<file path="src/logic/core_pkg.sv">
package core_pkg;

    localparam int WORD_W     = 32;
    localparam int REG_ADDR_W = 5;
    localparam int SHAMT_W    = 5;
    localparam int IMM_W      = 16;
    localparam int OPCODE_W   = 6;

    typedef enum logic [OPCODE_W-1:0] {
        OP_RTYPE = 6'h00,
        OP_BEQ   = 6'h04,
        OP_BNE   = 6'h05,
        OP_ADDIU = 6'h09,
        OP_ANDI  = 6'h0c,
        OP_ORI   = 6'h0d,
        OP_LUI   = 6'h0f
    } opcode_e;

    typedef enum logic [OPCODE_W-1:0] {
        FN_SLL  = 6'h00,
        FN_SRL  = 6'h02,
        FN_ADDU = 6'h21,
        FN_SUBU = 6'h23,
        FN_AND  = 6'h24,
        FN_OR   = 6'h25,
        FN_XOR  = 6'h26,
        FN_SLT  = 6'h2a
    } funct_e;

    typedef enum logic [3:0] {
        ALU_ADD,
        ALU_SUB,
        ALU_AND,
        ALU_OR,
        ALU_XOR,
        ALU_SLT,
        ALU_SLL,
        ALU_SRL,
        ALU_LUI
    } alu_op_e;

    typedef enum logic [1:0] {
        BR_NONE,
        BR_EQ,
        BR_NE
    } branch_kind_e;

    typedef struct packed {
        logic              valid;
        logic [WORD_W-1:0] pc;
        logic [WORD_W-1:0] instr;
    } fetch_pkt_t;

    typedef struct packed {
        logic                  valid;
        logic [WORD_W-1:0]     pc;
        logic [WORD_W-1:0]     pc_4;
        logic [REG_ADDR_W-1:0] rs;
        logic [WORD_W-1:0]     data_a;
        logic [REG_ADDR_W-1:0] rt;
        logic [WORD_W-1:0]     data_b;
        logic [REG_ADDR_W-1:0] rd;     // destination, rd or rt
        logic                  reg_we;
        alu_op_e               alu_op;
        logic                  use_imm;
        logic [WORD_W-1:0]     imm32;
        logic [SHAMT_W-1:0]    shamt;
        branch_kind_e          branch_kind;
        logic [IMM_W-1:0]      branch_offset;
    } id_ex_t;

    typedef struct packed {
        logic [WORD_W-1:0]     pc;
        logic [REG_ADDR_W-1:0] rd;
        logic [WORD_W-1:0]     value;
    } ex_result_t;

    typedef struct packed {
        logic       valid;
        ex_result_t res;
    } ex_wb_t;

endpackage

</file>
<file path="src/logic/pipe_stage_reg.sv">
`timescale 1ns/10ps

module pipe_stage_reg #(
    parameter type payload_t = logic
) (
    input  logic     clk,
    input  logic     rst_n,
    input  logic     en,
    input  logic     clear,
    input  payload_t d,
    output payload_t q
);

    always_ff @(posedge clk or negedge rst_n) begin
        if (!rst_n) begin
            q <= '0;
        end else if (clear) begin
            q <= '0;    // squash into a bubble
        end else if (en) begin
            q <= d;
        end
    end

    // a flush must land on an edge where the whole pipe advances
    a_clear_needs_en: assert property (
        @(posedge clk) disable iff (!rst_n)
        clear |-> en
    );

endmodule

</file>
<file path="src/logic/instr_decoder.sv">
`timescale 1ns/10ps

module instr_decoder (
    input  core_pkg::fetch_pkt_t            fetch,
    output logic [core_pkg::REG_ADDR_W-1:0] rs_addr,
    output logic [core_pkg::REG_ADDR_W-1:0] rt_addr,
    input  logic [core_pkg::WORD_W-1:0]     rs_data,
    input  logic [core_pkg::WORD_W-1:0]     rt_data,
    output core_pkg::id_ex_t                id
);
    import core_pkg::*;

    logic [OPCODE_W-1:0] opcode;
    logic [OPCODE_W-1:0] funct;
    logic [IMM_W-1:0]    imm16;
    logic                legal;

    assign opcode  = fetch.instr[31:26];
    assign rs_addr = fetch.instr[25:21];
    assign rt_addr = fetch.instr[20:16];
    assign funct   = fetch.instr[5:0];
    assign imm16   = fetch.instr[15:0];

    always_comb begin
        id               = '0;
        legal            = 1'b0;
        id.pc            = fetch.pc;
        id.pc_4          = fetch.pc + 32'd4;
        id.rs            = rs_addr;
        id.data_a        = rs_data;
        id.rt            = rt_addr;
        id.data_b        = rt_data;
        id.shamt         = fetch.instr[10:6];
        id.branch_offset = imm16;
        id.imm32         = {{(WORD_W-IMM_W){1'b0}}, imm16};   // zero-extended by default

        case (opcode)
            OP_RTYPE: begin
                id.rd     = fetch.instr[15:11];
                id.reg_we = 1'b1;
                legal     = 1'b1;
                case (funct)
                    FN_ADDU: id.alu_op = ALU_ADD;
                    FN_SUBU: id.alu_op = ALU_SUB;
                    FN_AND:  id.alu_op = ALU_AND;
                    FN_OR:   id.alu_op = ALU_OR;
                    FN_XOR:  id.alu_op = ALU_XOR;
                    FN_SLT:  id.alu_op = ALU_SLT;
                    FN_SLL:  id.alu_op = ALU_SLL;
                    FN_SRL:  id.alu_op = ALU_SRL;
                    default: legal = 1'b0;
                endcase
            end
            OP_ADDIU: begin
                legal      = 1'b1;
                id.rd      = rt_addr;
                id.reg_we  = 1'b1;
                id.use_imm = 1'b1;
                id.alu_op  = ALU_ADD;
                id.imm32   = {{(WORD_W-IMM_W){imm16[IMM_W-1]}}, imm16};
            end
            OP_ANDI: begin
                legal      = 1'b1;
                id.rd      = rt_addr;
                id.reg_we  = 1'b1;
                id.use_imm = 1'b1;
                id.alu_op  = ALU_AND;
            end
            OP_ORI: begin
                legal      = 1'b1;
                id.rd      = rt_addr;
                id.reg_we  = 1'b1;
                id.use_imm = 1'b1;
                id.alu_op  = ALU_OR;
            end
            OP_LUI: begin
                legal      = 1'b1;
                id.rd      = rt_addr;
                id.reg_we  = 1'b1;
                id.use_imm = 1'b1;
                id.alu_op  = ALU_LUI;   // shifted up in the ALU
            end
            OP_BEQ: begin
                legal          = 1'b1;
                id.branch_kind = BR_EQ;
            end
            OP_BNE: begin
                legal          = 1'b1;
                id.branch_kind = BR_NE;
            end
            default: legal = 1'b0;
        endcase

        id.valid = fetch.valid && legal;    // unknown opcode becomes a bubble
    end

endmodule

</file>
<file path="src/logic/reg_file.sv">
`timescale 1ns/10ps

module reg_file (
    input  logic                            clk,
    input  logic                            rst_n,
    input  logic [core_pkg::REG_ADDR_W-1:0] rs_addr,
    input  logic [core_pkg::REG_ADDR_W-1:0] rt_addr,
    output logic [core_pkg::WORD_W-1:0]     rs_data,
    output logic [core_pkg::WORD_W-1:0]     rt_data,
    input  core_pkg::ex_wb_t                wr,
    input  logic                            wr_fire
);
    import core_pkg::*;

    logic [WORD_W-1:0] regs [1:31];    // r0 has no storage
    logic              we;

    assign we = wr_fire && wr.valid && (wr.res.rd != '0);

    always_ff @(posedge clk) begin
        if (we) begin
            regs[wr.res.rd] <= wr.res.value;
        end
    end

    function automatic logic [WORD_W-1:0] read_port(input logic [REG_ADDR_W-1:0] addr);
        logic [WORD_W-1:0] data;
        if (addr == '0) begin
            data = '0;
        end else if (we && (addr == wr.res.rd)) begin
            data = wr.res.value;    // write-through
        end else begin
            data = regs[addr];
        end
        return data;
    endfunction

    always_comb begin
        rs_data = read_port(rs_addr);
        rt_data = read_port(rt_addr);
    end

    a_wdata_known: assert property (
        @(posedge clk) disable iff (!rst_n)
        we |-> !$isunknown(wr.res.value)
    );

endmodule

</file>
<file path="src/logic/alu_stage.sv">
`timescale 1ns/10ps

module alu_stage (
    input  core_pkg::id_ex_t            id,
    input  core_pkg::ex_wb_t            fwd,
    output core_pkg::ex_wb_t            res,
    output logic                        branch_taken,
    output logic [core_pkg::WORD_W-1:0] redirect_pc
);
    import core_pkg::*;

    logic [WORD_W-1:0] rs_val;
    logic [WORD_W-1:0] rt_val;
    logic [WORD_W-1:0] op_b;
    logic [WORD_W-1:0] value;
    logic              slt_bit;
    logic              ops_equal;

    // take the EX/WB value when it targets the same non-zero register
    function automatic logic [WORD_W-1:0] fwd_pick(
        input logic [REG_ADDR_W-1:0] idx,
        input logic [WORD_W-1:0]     reg_val,
        input ex_wb_t                src
    );
        logic [WORD_W-1:0] picked;
        picked = reg_val;
        if (src.valid && (src.res.rd != '0) && (src.res.rd == idx)) begin
            picked = src.res.value;
        end
        return picked;
    endfunction

    always_comb begin
        rs_val = fwd_pick(id.rs, id.data_a, fwd);
        rt_val = fwd_pick(id.rt, id.data_b, fwd);
    end

    assign op_b      = id.use_imm ? id.imm32 : rt_val;
    assign slt_bit   = $signed(rs_val) < $signed(op_b);
    assign ops_equal = (rs_val == rt_val);

    always_comb begin
        case (id.alu_op)
            ALU_ADD: value = rs_val + op_b;
            ALU_SUB: value = rs_val - op_b;
            ALU_AND: value = rs_val & op_b;
            ALU_OR:  value = rs_val | op_b;
            ALU_XOR: value = rs_val ^ op_b;
            ALU_SLT: value = {{(WORD_W-1){1'b0}}, slt_bit};
            ALU_SLL: value = op_b << id.shamt;    // shifts act on rt
            ALU_SRL: value = op_b >> id.shamt;
            ALU_LUI: value = {op_b[IMM_W-1:0], {IMM_W{1'b0}}};
            default: value = '0;
        endcase
    end

    always_comb begin
        res.valid     = id.valid && id.reg_we;
        res.res.pc    = id.pc;
        res.res.rd    = id.rd;
        res.res.value = value;
    end

    always_comb begin
        case (id.branch_kind)
            BR_EQ:   branch_taken = id.valid && ops_equal;
            BR_NE:   branch_taken = id.valid && !ops_equal;
            default: branch_taken = 1'b0;
        endcase
    end

    // word offset relative to the delay-slot address
    assign redirect_pc = id.pc_4 +
                         {{(WORD_W-IMM_W-2){id.branch_offset[IMM_W-1]}}, id.branch_offset, 2'b00};

endmodule

</file>
<file path="src/logic/hazard_ctrl.sv">
`timescale 1ns/10ps

module hazard_ctrl (
    input  logic clk,
    input  logic rst_n,
    input  logic exwb_valid,
    input  logic out_ready,
    input  logic branch_taken,
    output logic stage_en,
    output logic flush,
    output logic in_ready,
    output logic redirect_valid
);

    // one enable for every stage keeps forwarding distances fixed
    assign stage_en = !(exwb_valid && !out_ready);

    assign flush          = branch_taken && stage_en;
    assign redirect_valid = flush;
    assign in_ready       = stage_en && !branch_taken;  // fetch word is stale on a redirect

    // the flushed ID/EX slot cannot hold a second branch
    a_redirect_single_pulse: assert property (
        @(posedge clk) disable iff (!rst_n)
        redirect_valid |=> !redirect_valid
    );

endmodule

</file>
<file path="src/logic/exec_slice_top.sv">
`timescale 1ns/10ps

module exec_slice_top (
    input  logic                        clk,
    input  logic                        rst_n,
    input  logic                        in_valid,
    input  core_pkg::fetch_pkt_t        in_pkt,
    output logic                        in_ready,
    output logic                        out_valid,
    input  logic                        out_ready,
    output core_pkg::ex_result_t        out_res,
    output logic                        redirect_valid,
    output logic [core_pkg::WORD_W-1:0] redirect_pc
);
    import core_pkg::*;

    fetch_pkt_t            in_merged;
    fetch_pkt_t            ifid_q;
    id_ex_t                id_d;
    id_ex_t                idex_q;
    ex_wb_t                ex_d;
    ex_wb_t                exwb_q;
    logic [REG_ADDR_W-1:0] rs_addr;
    logic [REG_ADDR_W-1:0] rt_addr;
    logic [WORD_W-1:0]     rs_data;
    logic [WORD_W-1:0]     rt_data;
    logic                  stage_en;
    logic                  flush;
    logic                  branch_taken;
    logic                  wr_fire;

    always_comb begin
        in_merged       = in_pkt;
        in_merged.valid = in_valid;
    end

    assign out_valid = exwb_q.valid;
    assign out_res   = exwb_q.res;
    assign wr_fire   = out_valid && out_ready;

    pipe_stage_reg #(.payload_t(fetch_pkt_t)) u_if_id (
        .clk   (clk),
        .rst_n (rst_n),
        .en    (stage_en),
        .clear (flush),
        .d     (in_merged),
        .q     (ifid_q)
    );

    instr_decoder u_decoder (
        .fetch   (ifid_q),
        .rs_addr (rs_addr),
        .rt_addr (rt_addr),
        .rs_data (rs_data),
        .rt_data (rt_data),
        .id      (id_d)
    );

    reg_file u_reg_file (
        .clk     (clk),
        .rst_n   (rst_n),
        .rs_addr (rs_addr),
        .rt_addr (rt_addr),
        .rs_data (rs_data),
        .rt_data (rt_data),
        .wr      (exwb_q),
        .wr_fire (wr_fire)
    );

    pipe_stage_reg #(.payload_t(id_ex_t)) u_id_ex (
        .clk   (clk),
        .rst_n (rst_n),
        .en    (stage_en),
        .clear (flush),
        .d     (id_d),
        .q     (idex_q)
    );

    alu_stage u_alu_stage (
        .id           (idex_q),
        .fwd          (exwb_q),
        .res          (ex_d),
        .branch_taken (branch_taken),
        .redirect_pc  (redirect_pc)
    );

    pipe_stage_reg #(.payload_t(ex_wb_t)) u_ex_wb (
        .clk   (clk),
        .rst_n (rst_n),
        .en    (stage_en),
        .clear (1'b0),      // branch leaves no result, nothing to squash here
        .d     (ex_d),
        .q     (exwb_q)
    );

    hazard_ctrl u_hazard_ctrl (
        .clk            (clk),
        .rst_n          (rst_n),
        .exwb_valid     (exwb_q.valid),
        .out_ready      (out_ready),
        .branch_taken   (branch_taken),
        .stage_en       (stage_en),
        .flush          (flush),
        .in_ready       (in_ready),
        .redirect_valid (redirect_valid)
    );

endmodule

</file>
<file path="config.mk">
export PLATFORM = sky130hd
export DESIGN_NAME = exec_slice_top
export DESIGN_NICKNAME = d
export VERILOG_FILES = /design/src/logic/core_pkg.sv /design/src/logic/pipe_stage_reg.sv /design/src/logic/instr_decoder.sv /design/src/logic/reg_file.sv /design/src/logic/alu_stage.sv /design/src/logic/hazard_ctrl.sv /design/src/logic/exec_slice_top.sv
export SDC_FILE = /design/constraint.sdc
export NUM_CORES = 2
export LEC_CHECK = 0
export BUFFER_PORTS_ARGS = -buffer_cell sky130_fd_sc_hd__buf_2
export CAP_MARGIN = 20
export CORE_UTILIZATION = 30
export DETAILED_ROUTE_END_ITERATION = 8
export GPL_TIMING_DRIVEN = 0
export PLACE_DENSITY = 0.42
export SKIP_CTS_REPAIR_TIMING = 1
export SKIP_LAST_GASP = 1
export SLEW_MARGIN = 0
export SYNTH_ARGS = -nofsm -noshare
export SYNTH_HDL_FRONTEND = slang
export SYNTH_SLANG_ARGS = --single-unit
</file>
<file path="constraint.sdc">
create_clock -name clk -period 5.7 [get_ports clk]
set_input_delay 0 -clock clk [delete_from_list [all_inputs] [get_ports clk]]
set_output_delay 0 -clock clk [all_outputs]
set_load 0.01 [all_outputs]
</file>
# Word level (Yosys, flattened, before mapping)
# Memory sizes are Yosys's and may differ from the RTL's.
# Cells that the tools add are included.
# word_totals
ff_bits	340
latch_bits	0
ramBits	992
romBits	0
inputBits	69
output_inout_bits	104
n_memories	1
# memory_table
memory	words	word_bits	rd	rd_clocked_by_memory_dff	wr	line	text
u_reg_file.regs	31	32	2	0	1	reg_file.sv:15	logic [WORD_W-1:0] regs [1:31];
# op_classes
n_addsub	4
multipliers	0
div	0
n_lt_le_gt_ge	1
n_eq_ne	29
shifts	2
mux	22
bitwise_logic	3
reduce_logical	28
# ops
op	count
$mux 205	2
$pmux 32 s9	1
$mux 32	8
$mux 65	2
$add 32x32->32	2
$pmux 10 s5	1
$eq 6x6->1 const B	6
$add 32x3->32 const B	1
$and 32x32->32	1
$eq 32x32->1	1
$lt 32x32->1	1
$or 32x32->32	1
$shl 32x5->32	1
$shr 32x5->32	1
$sub 32x32->32	1
$xor 32x32->32	1
$eq 6x4->1 const B	4
$pmux 3 s7	1
$eq 5x5->1	4
$eq 4x3->1 const B	4
$logic_and 1x1->1	15
$eq 6x3->1 const B	2
$logic_not 6->1	2
$logic_not 5->1	2
other kinds (16)	24

# Longest topological paths before layout
# depth
depth_word	10
mapped_depth	21

# Cells and area by module
# A second synthesis with hierarchy kept.
# unflattened
hier_cells	6105
area_unflattened_um2	77400.5
# modules_own_cells
mod	instances	cells_each	area_per_inst_um2
reg_file	1	2798	47764.6
alu_stage	1	1902	13516.7
pipe_stage_reg at u_id_ex	1	661	8319.2
pipe_stage_reg at u_ex_wb	1	226	2862.7
pipe_stage_reg at u_if_id	1	209	2667.6
instr_decoder	1	303	2222.1
hazard_ctrl	1	4	37.5
exec_slice_top	1	2	10.0

# Least setup slack after synthesis
# No wires, ideal clock.
# synth_timing
kind	flip-flop to flip-flop
startpoint	register u_ex_wb.q[34] in the netlist's numbering
endpoint	register u_ex_wb.q[16] in the netlist's numbering
setup_ns	0.140
arrival_time_ns	4.794
path_slack_ns	0.767
stages_incl_launch_ff	21
n_path_buf	3
synth_period_minus_slack_ns	4.933
cell_sequence	dfrtp_1 > or3_1 > buf_2 > o311a_1 > buf_2 > nand2_1 > buf_2 > mux2i_1 > o21a_1 > inv_1 > ha_1 > fa_1 > a211oi_1 > o21bai_1 > a21o_1 > a21o_1 > a31o_2 > a221oi_1 > a31oi_1 > a2111oi_0 > a32oi_1
# synth_between
elab_chain_cells	7
elab_cells_between_ends	17
cone_classes	add/sub (2); eq/ne (2); shift (2); mux (4); bitwise (3); reduce/logical (4)
# synth_lines
element	line	text
start: declaration	pipe_stage_reg.sv:11	output payload_t q
start signal: assignment	pipe_stage_reg.sv:16	q <= '0;
start signal: assignment	pipe_stage_reg.sv:18	q <= '0;
start signal: assignment	pipe_stage_reg.sv:20	q <= d;
$reduce_bool 5->1	alu_stage.sv:27	if (src.valid && (src.res.rd != '0) && (src.res.rd == idx)) begin
$logic_and 1x1->1 (2 in series)	alu_stage.sv:27	
$mux 32	alu_stage.sv:27	
$mux 32	alu_stage.sv:38	assign op_b = id.use_imm ? id.imm32 : rt_val;
$sub 32x32->32 (tied with other cells)	alu_stage.sv:45	ALU_SUB: value = rs_val - op_b;
$pmux 32 s9 *	alu_stage.sv:43	case (id.alu_op)
# Every way passes the cells marked *; elsewhere a longest branch is shown, timed or not.
# A chain may end at the register's enable or synchronous reset.

# Worst setup path in the final report
# layout_timing
startpoint	register u_ex_wb.q[32] in the netlist's numbering
endpoint	register u_ex_wb.q[28] in the netlist's numbering
# Same word-level chain as after synthesis.

==> out/metrics.cfg <==
[outcome]
status=complete, but fails checks
violations=negative hold slack, negative setup slack

[timing]
relSlewSlack=0.0943
setup_ws_ps=-28.2
hold_viol=1
hold_slack_ps=-0.0278
period_share=1.00
drv_slew=0
tightest_slew_ps=1320
min_period_ps=5730
fin_worst_skew_ps=59.8
setup_viol=3
max_freq_mhz=175
rsz0062_at_grt=yes

[floorplan]
dieHeight_um=488
num_io_pins=173
initial_utilization=0.303
rows=177
dieArea_um2=238000
fp.coreArea_um2=233000
die_w_um=488

[worst_hold_path]
hp-class=in -> reg

[route]
antenna_left=0
drc=0
viasPerCell=5.94
drt_iter0_markers=7091
drt-pass1-iter-count=6
routed_wirelength_mm=353
routedWlPerCell_um=38.1
vias=55126

[pwr]
p_int_mw=19.2
p_sw_frac=0.346
pwr_density_cell_nw_per_um2=344
p_switching_mw=10.2
combPwrFrac=0.254
seqPwrFrac=0.420
clkPwrFrac=0.326
ir_drop_mv=0.311
power.total_mw=29.3
leakagePower_nw=30.3

[run]
cap_violations=0

[synth]
synth_edf_count=992
syn_area_um2=70700
ys.warnings.count=0
synth_nets=5627
yosys_register_bits=1294
synthFlopType=edfxtp_1
synth_largest_area_cell=edfxtp_1
seq_area_frac_synth=0.528
ys_types=94
synth_async_sr_flop_share=0.233
yosys-top-cells-area=edfxtp_1, mux4_2, dfrtp_1, mux2i_1, nand2_1
syn_avg_cell_area_um2=13.0
yosysTopAreaCellShare=0.421
synthCells=5428

[clock_network]
clk_pin_slew_ps=60
clkLatencyLatePin_ps=860
cts_buffers=150
cts_sinks=1294
clockRootBuffer=clkbuf_16
clk_path_buf_depth=3
htreeDepth=4
cts_tree=built

[global_routing]
grt_pass1_wl_mm=473
grt_start_max_net_pins=107
grt_pass1_vias=53281
antenna_found_initial=16
grt_use_total=0.293
grt-ovfl-total=0

[placement]
gp_congestion=0.990
portBuffers=171
placedInstanceArea_um2=79100
hpwlAfterDp_mm=267

[setup_path]
path_common_cell=clkbuf_1
slowest_delay_ps=510
crit_path_end_kind=flip-flop
crit_required_ps=6300
worstPathCellList=buf_6 -> xor2_1 -> or4b_1 -> buf_4 -> clkbuf_1 -> clkbuf_2 -> or4_1 -> o311a_1 -> ha_1 -> clkbuf_1 -> or2_2 -> nor4_2 -> a21oi_4 -> a21oi_1 -> o21ai_1 -> nand2_2 -> a31oi_2 -> a32oi_1 -> a22oi_1
crit_slowest_cell=or4b_1
path_class=reg -> reg
worst_setup_path_start_kind=flip-flop
arrival_ps=6330
cp_max_fo=10

[finish]
syn_to_final_growth_pct=20.8
drive_gt1_frac=0.235
fin_area_um2=85400
final_nets=6213

==> metrics by stage <==
step	utilization	hold WS (ps)	setup TNS [ps]	setup slack (ps)	std cells
after floorplan	-	-296	0	767	5428
after global placement	0.323	258	-1461660	-1980	8731
after detailed placement	0.339	-58.0	-30060	-1460	8904
after CTS	0.359	-924	-36700	-1510	9177
after global routing	0.366	-10.4	-598	-159	9270
final	0.366	-0.0278	-38.2	-28.2	9273
==> cell type report <==
cell class	count	area (um^2)
fill	22694	148000
sequential	1294	37400
multi-input combinational	3576	32100
timing repair buffer	443	5030
clock buffer	196	4040
tap	3132	3920
buffer	412	1790
clock inverter	77	668
inverter	137	529
antenna	6	15.0
==> worst paths after layout <==
kind,from,endpoint,slack [ps],cells past startpoint
setup / recovery,u_ex_wb.q[32]$_DFFE_PN0N_,u_ex_wb.q[28]$_DFFE_PN0N_,-30,19
hold / removal,in_pkt[52],u_if_id.q[52]$_DFFE_PN0P_,-0.03,4
setup reg to reg,u_ex_wb.q[32]$_DFFE_PN0N_,u_ex_wb.q[28]$_DFFE_PN0N_,-30,19
hold reg to reg,u_ex_wb.q[59]$_DFFE_PN0N_,u_ex_wb.q[59]$_DFFE_PN0N_,460,2
max in group asynchronous,rst_n,u_id_ex.q[156]$_DFFE_PN0P_,4010,6
min in group asynchronous,rst_n,u_ex_wb.q[16]$_DFFE_PN0N_,280,4
==> state kept, by name (all words and copies together) (netlist names) <==
signal	flops
u_reg_file.regs	992
u_if_id.q	65
u_ex_wb.q	70
u_id_ex.q	167
==> kinds of logic after synthesis <==
logic type,after synthesis,synth area share
compound gates,1200,0.113
flops,1294,0.528
buf+inv,558,0.0311
fa+ha+maj,131,0.0235
mux,822,0.210
simple gates,1308,0.0804
xor+xnor,115,0.0142
==> per-layer routing <==
metal | global-route usage | share of wire
met5 | 0 | 0.00011
met4 | 0.135 | 0.057
met3 | 0.0595 | 0.081
met2 | 0.466 | 0.46
met1 | 0.381 | 0.40
==> critical path, delay by kind of cell (launching register included) <==
kind / cells / cell delay, ps
and+or+nand+nor: 5 / 1880
AOI/OAI and AO/OA: 7 / 1510
buffers and inverters: 5 / 1110
DFF: 1 / 390
adders and majority gates: 1 / 370
xor gates and xnor gates: 1 / 190
==> cell usage in the layout (no fill, tap or decap), types with 31 or more instances in the layout <==
cell	count
edfxtp_1	992
nand2_1	673
mux4_2	528
clkbuf_1	298
o21ai_0	282
dfrtp_1	273
nor2_1	267
mux2i_1	263
a21oi_1	250
buf_2	209
clkbuf_16	151
inv_1	130
ha_1	121
nand3_1	90
o211ai_1	69
dlygate4sd3_1	68
xnor2_1	66
buf_12	63
buf_8	59
o22ai_1	59
a31oi_1	50
a211oi_1	50
buf_1	49
xor2_1	48
nor3_1	47
buf_4	41
a21o_1	41
clkbuf_2	40
o221ai_1	37
a221oi_1	36
buf_16	36
o31ai_1	33
nor2_4	31
==> synth_stat cells (14+ instances only) <==
master    count
a211oi_1     54
a21o_1       41
a21oi_1     255
a221oi_1     37
a22oi_1      30
a31oi_1      56
and2_1       16
and3_1       28
buf_1        81
buf_2        16
clkbuf_1    311
dfrtp_1     302
edfxtp_1    992
ha_1        127
inv_1       136
mux2_2       14
mux2i_1     280
mux4_2      528
nand2_1     677
nand2b_1     24
nand3_1      93
nand4_1      14
nor2_1      298
nor2b_1      18
nor3_1       51
nor4_1       14
o211ai_1     69
o21ai_0     298
o21bai_1     26
o221ai_1     37
o22ai_1      60
o31ai_1      36
o31ai_2      25
o32ai_1      14
or3_1        15
xnor2_1      67
xor2_1       48
==> power groups by stage <==
| stage | registers, mW | logic [mW] | clock network, mW |
|---|---|---|---|
| floorplan | 12.5 | 2.95 | 0 |
| global placement | 13.7 | 5.33 | 0 |
| detailed placement | 12.5 | 6.96 | 0 |
| CTS | 12.3 | 6.98 | 9.70 |
| global route | 12.4 | 7.70 | 10.0 |
| finish | 12.3 | 7.45 | 9.57 |
Note: power is estimated with default switching activity, not from simulation.
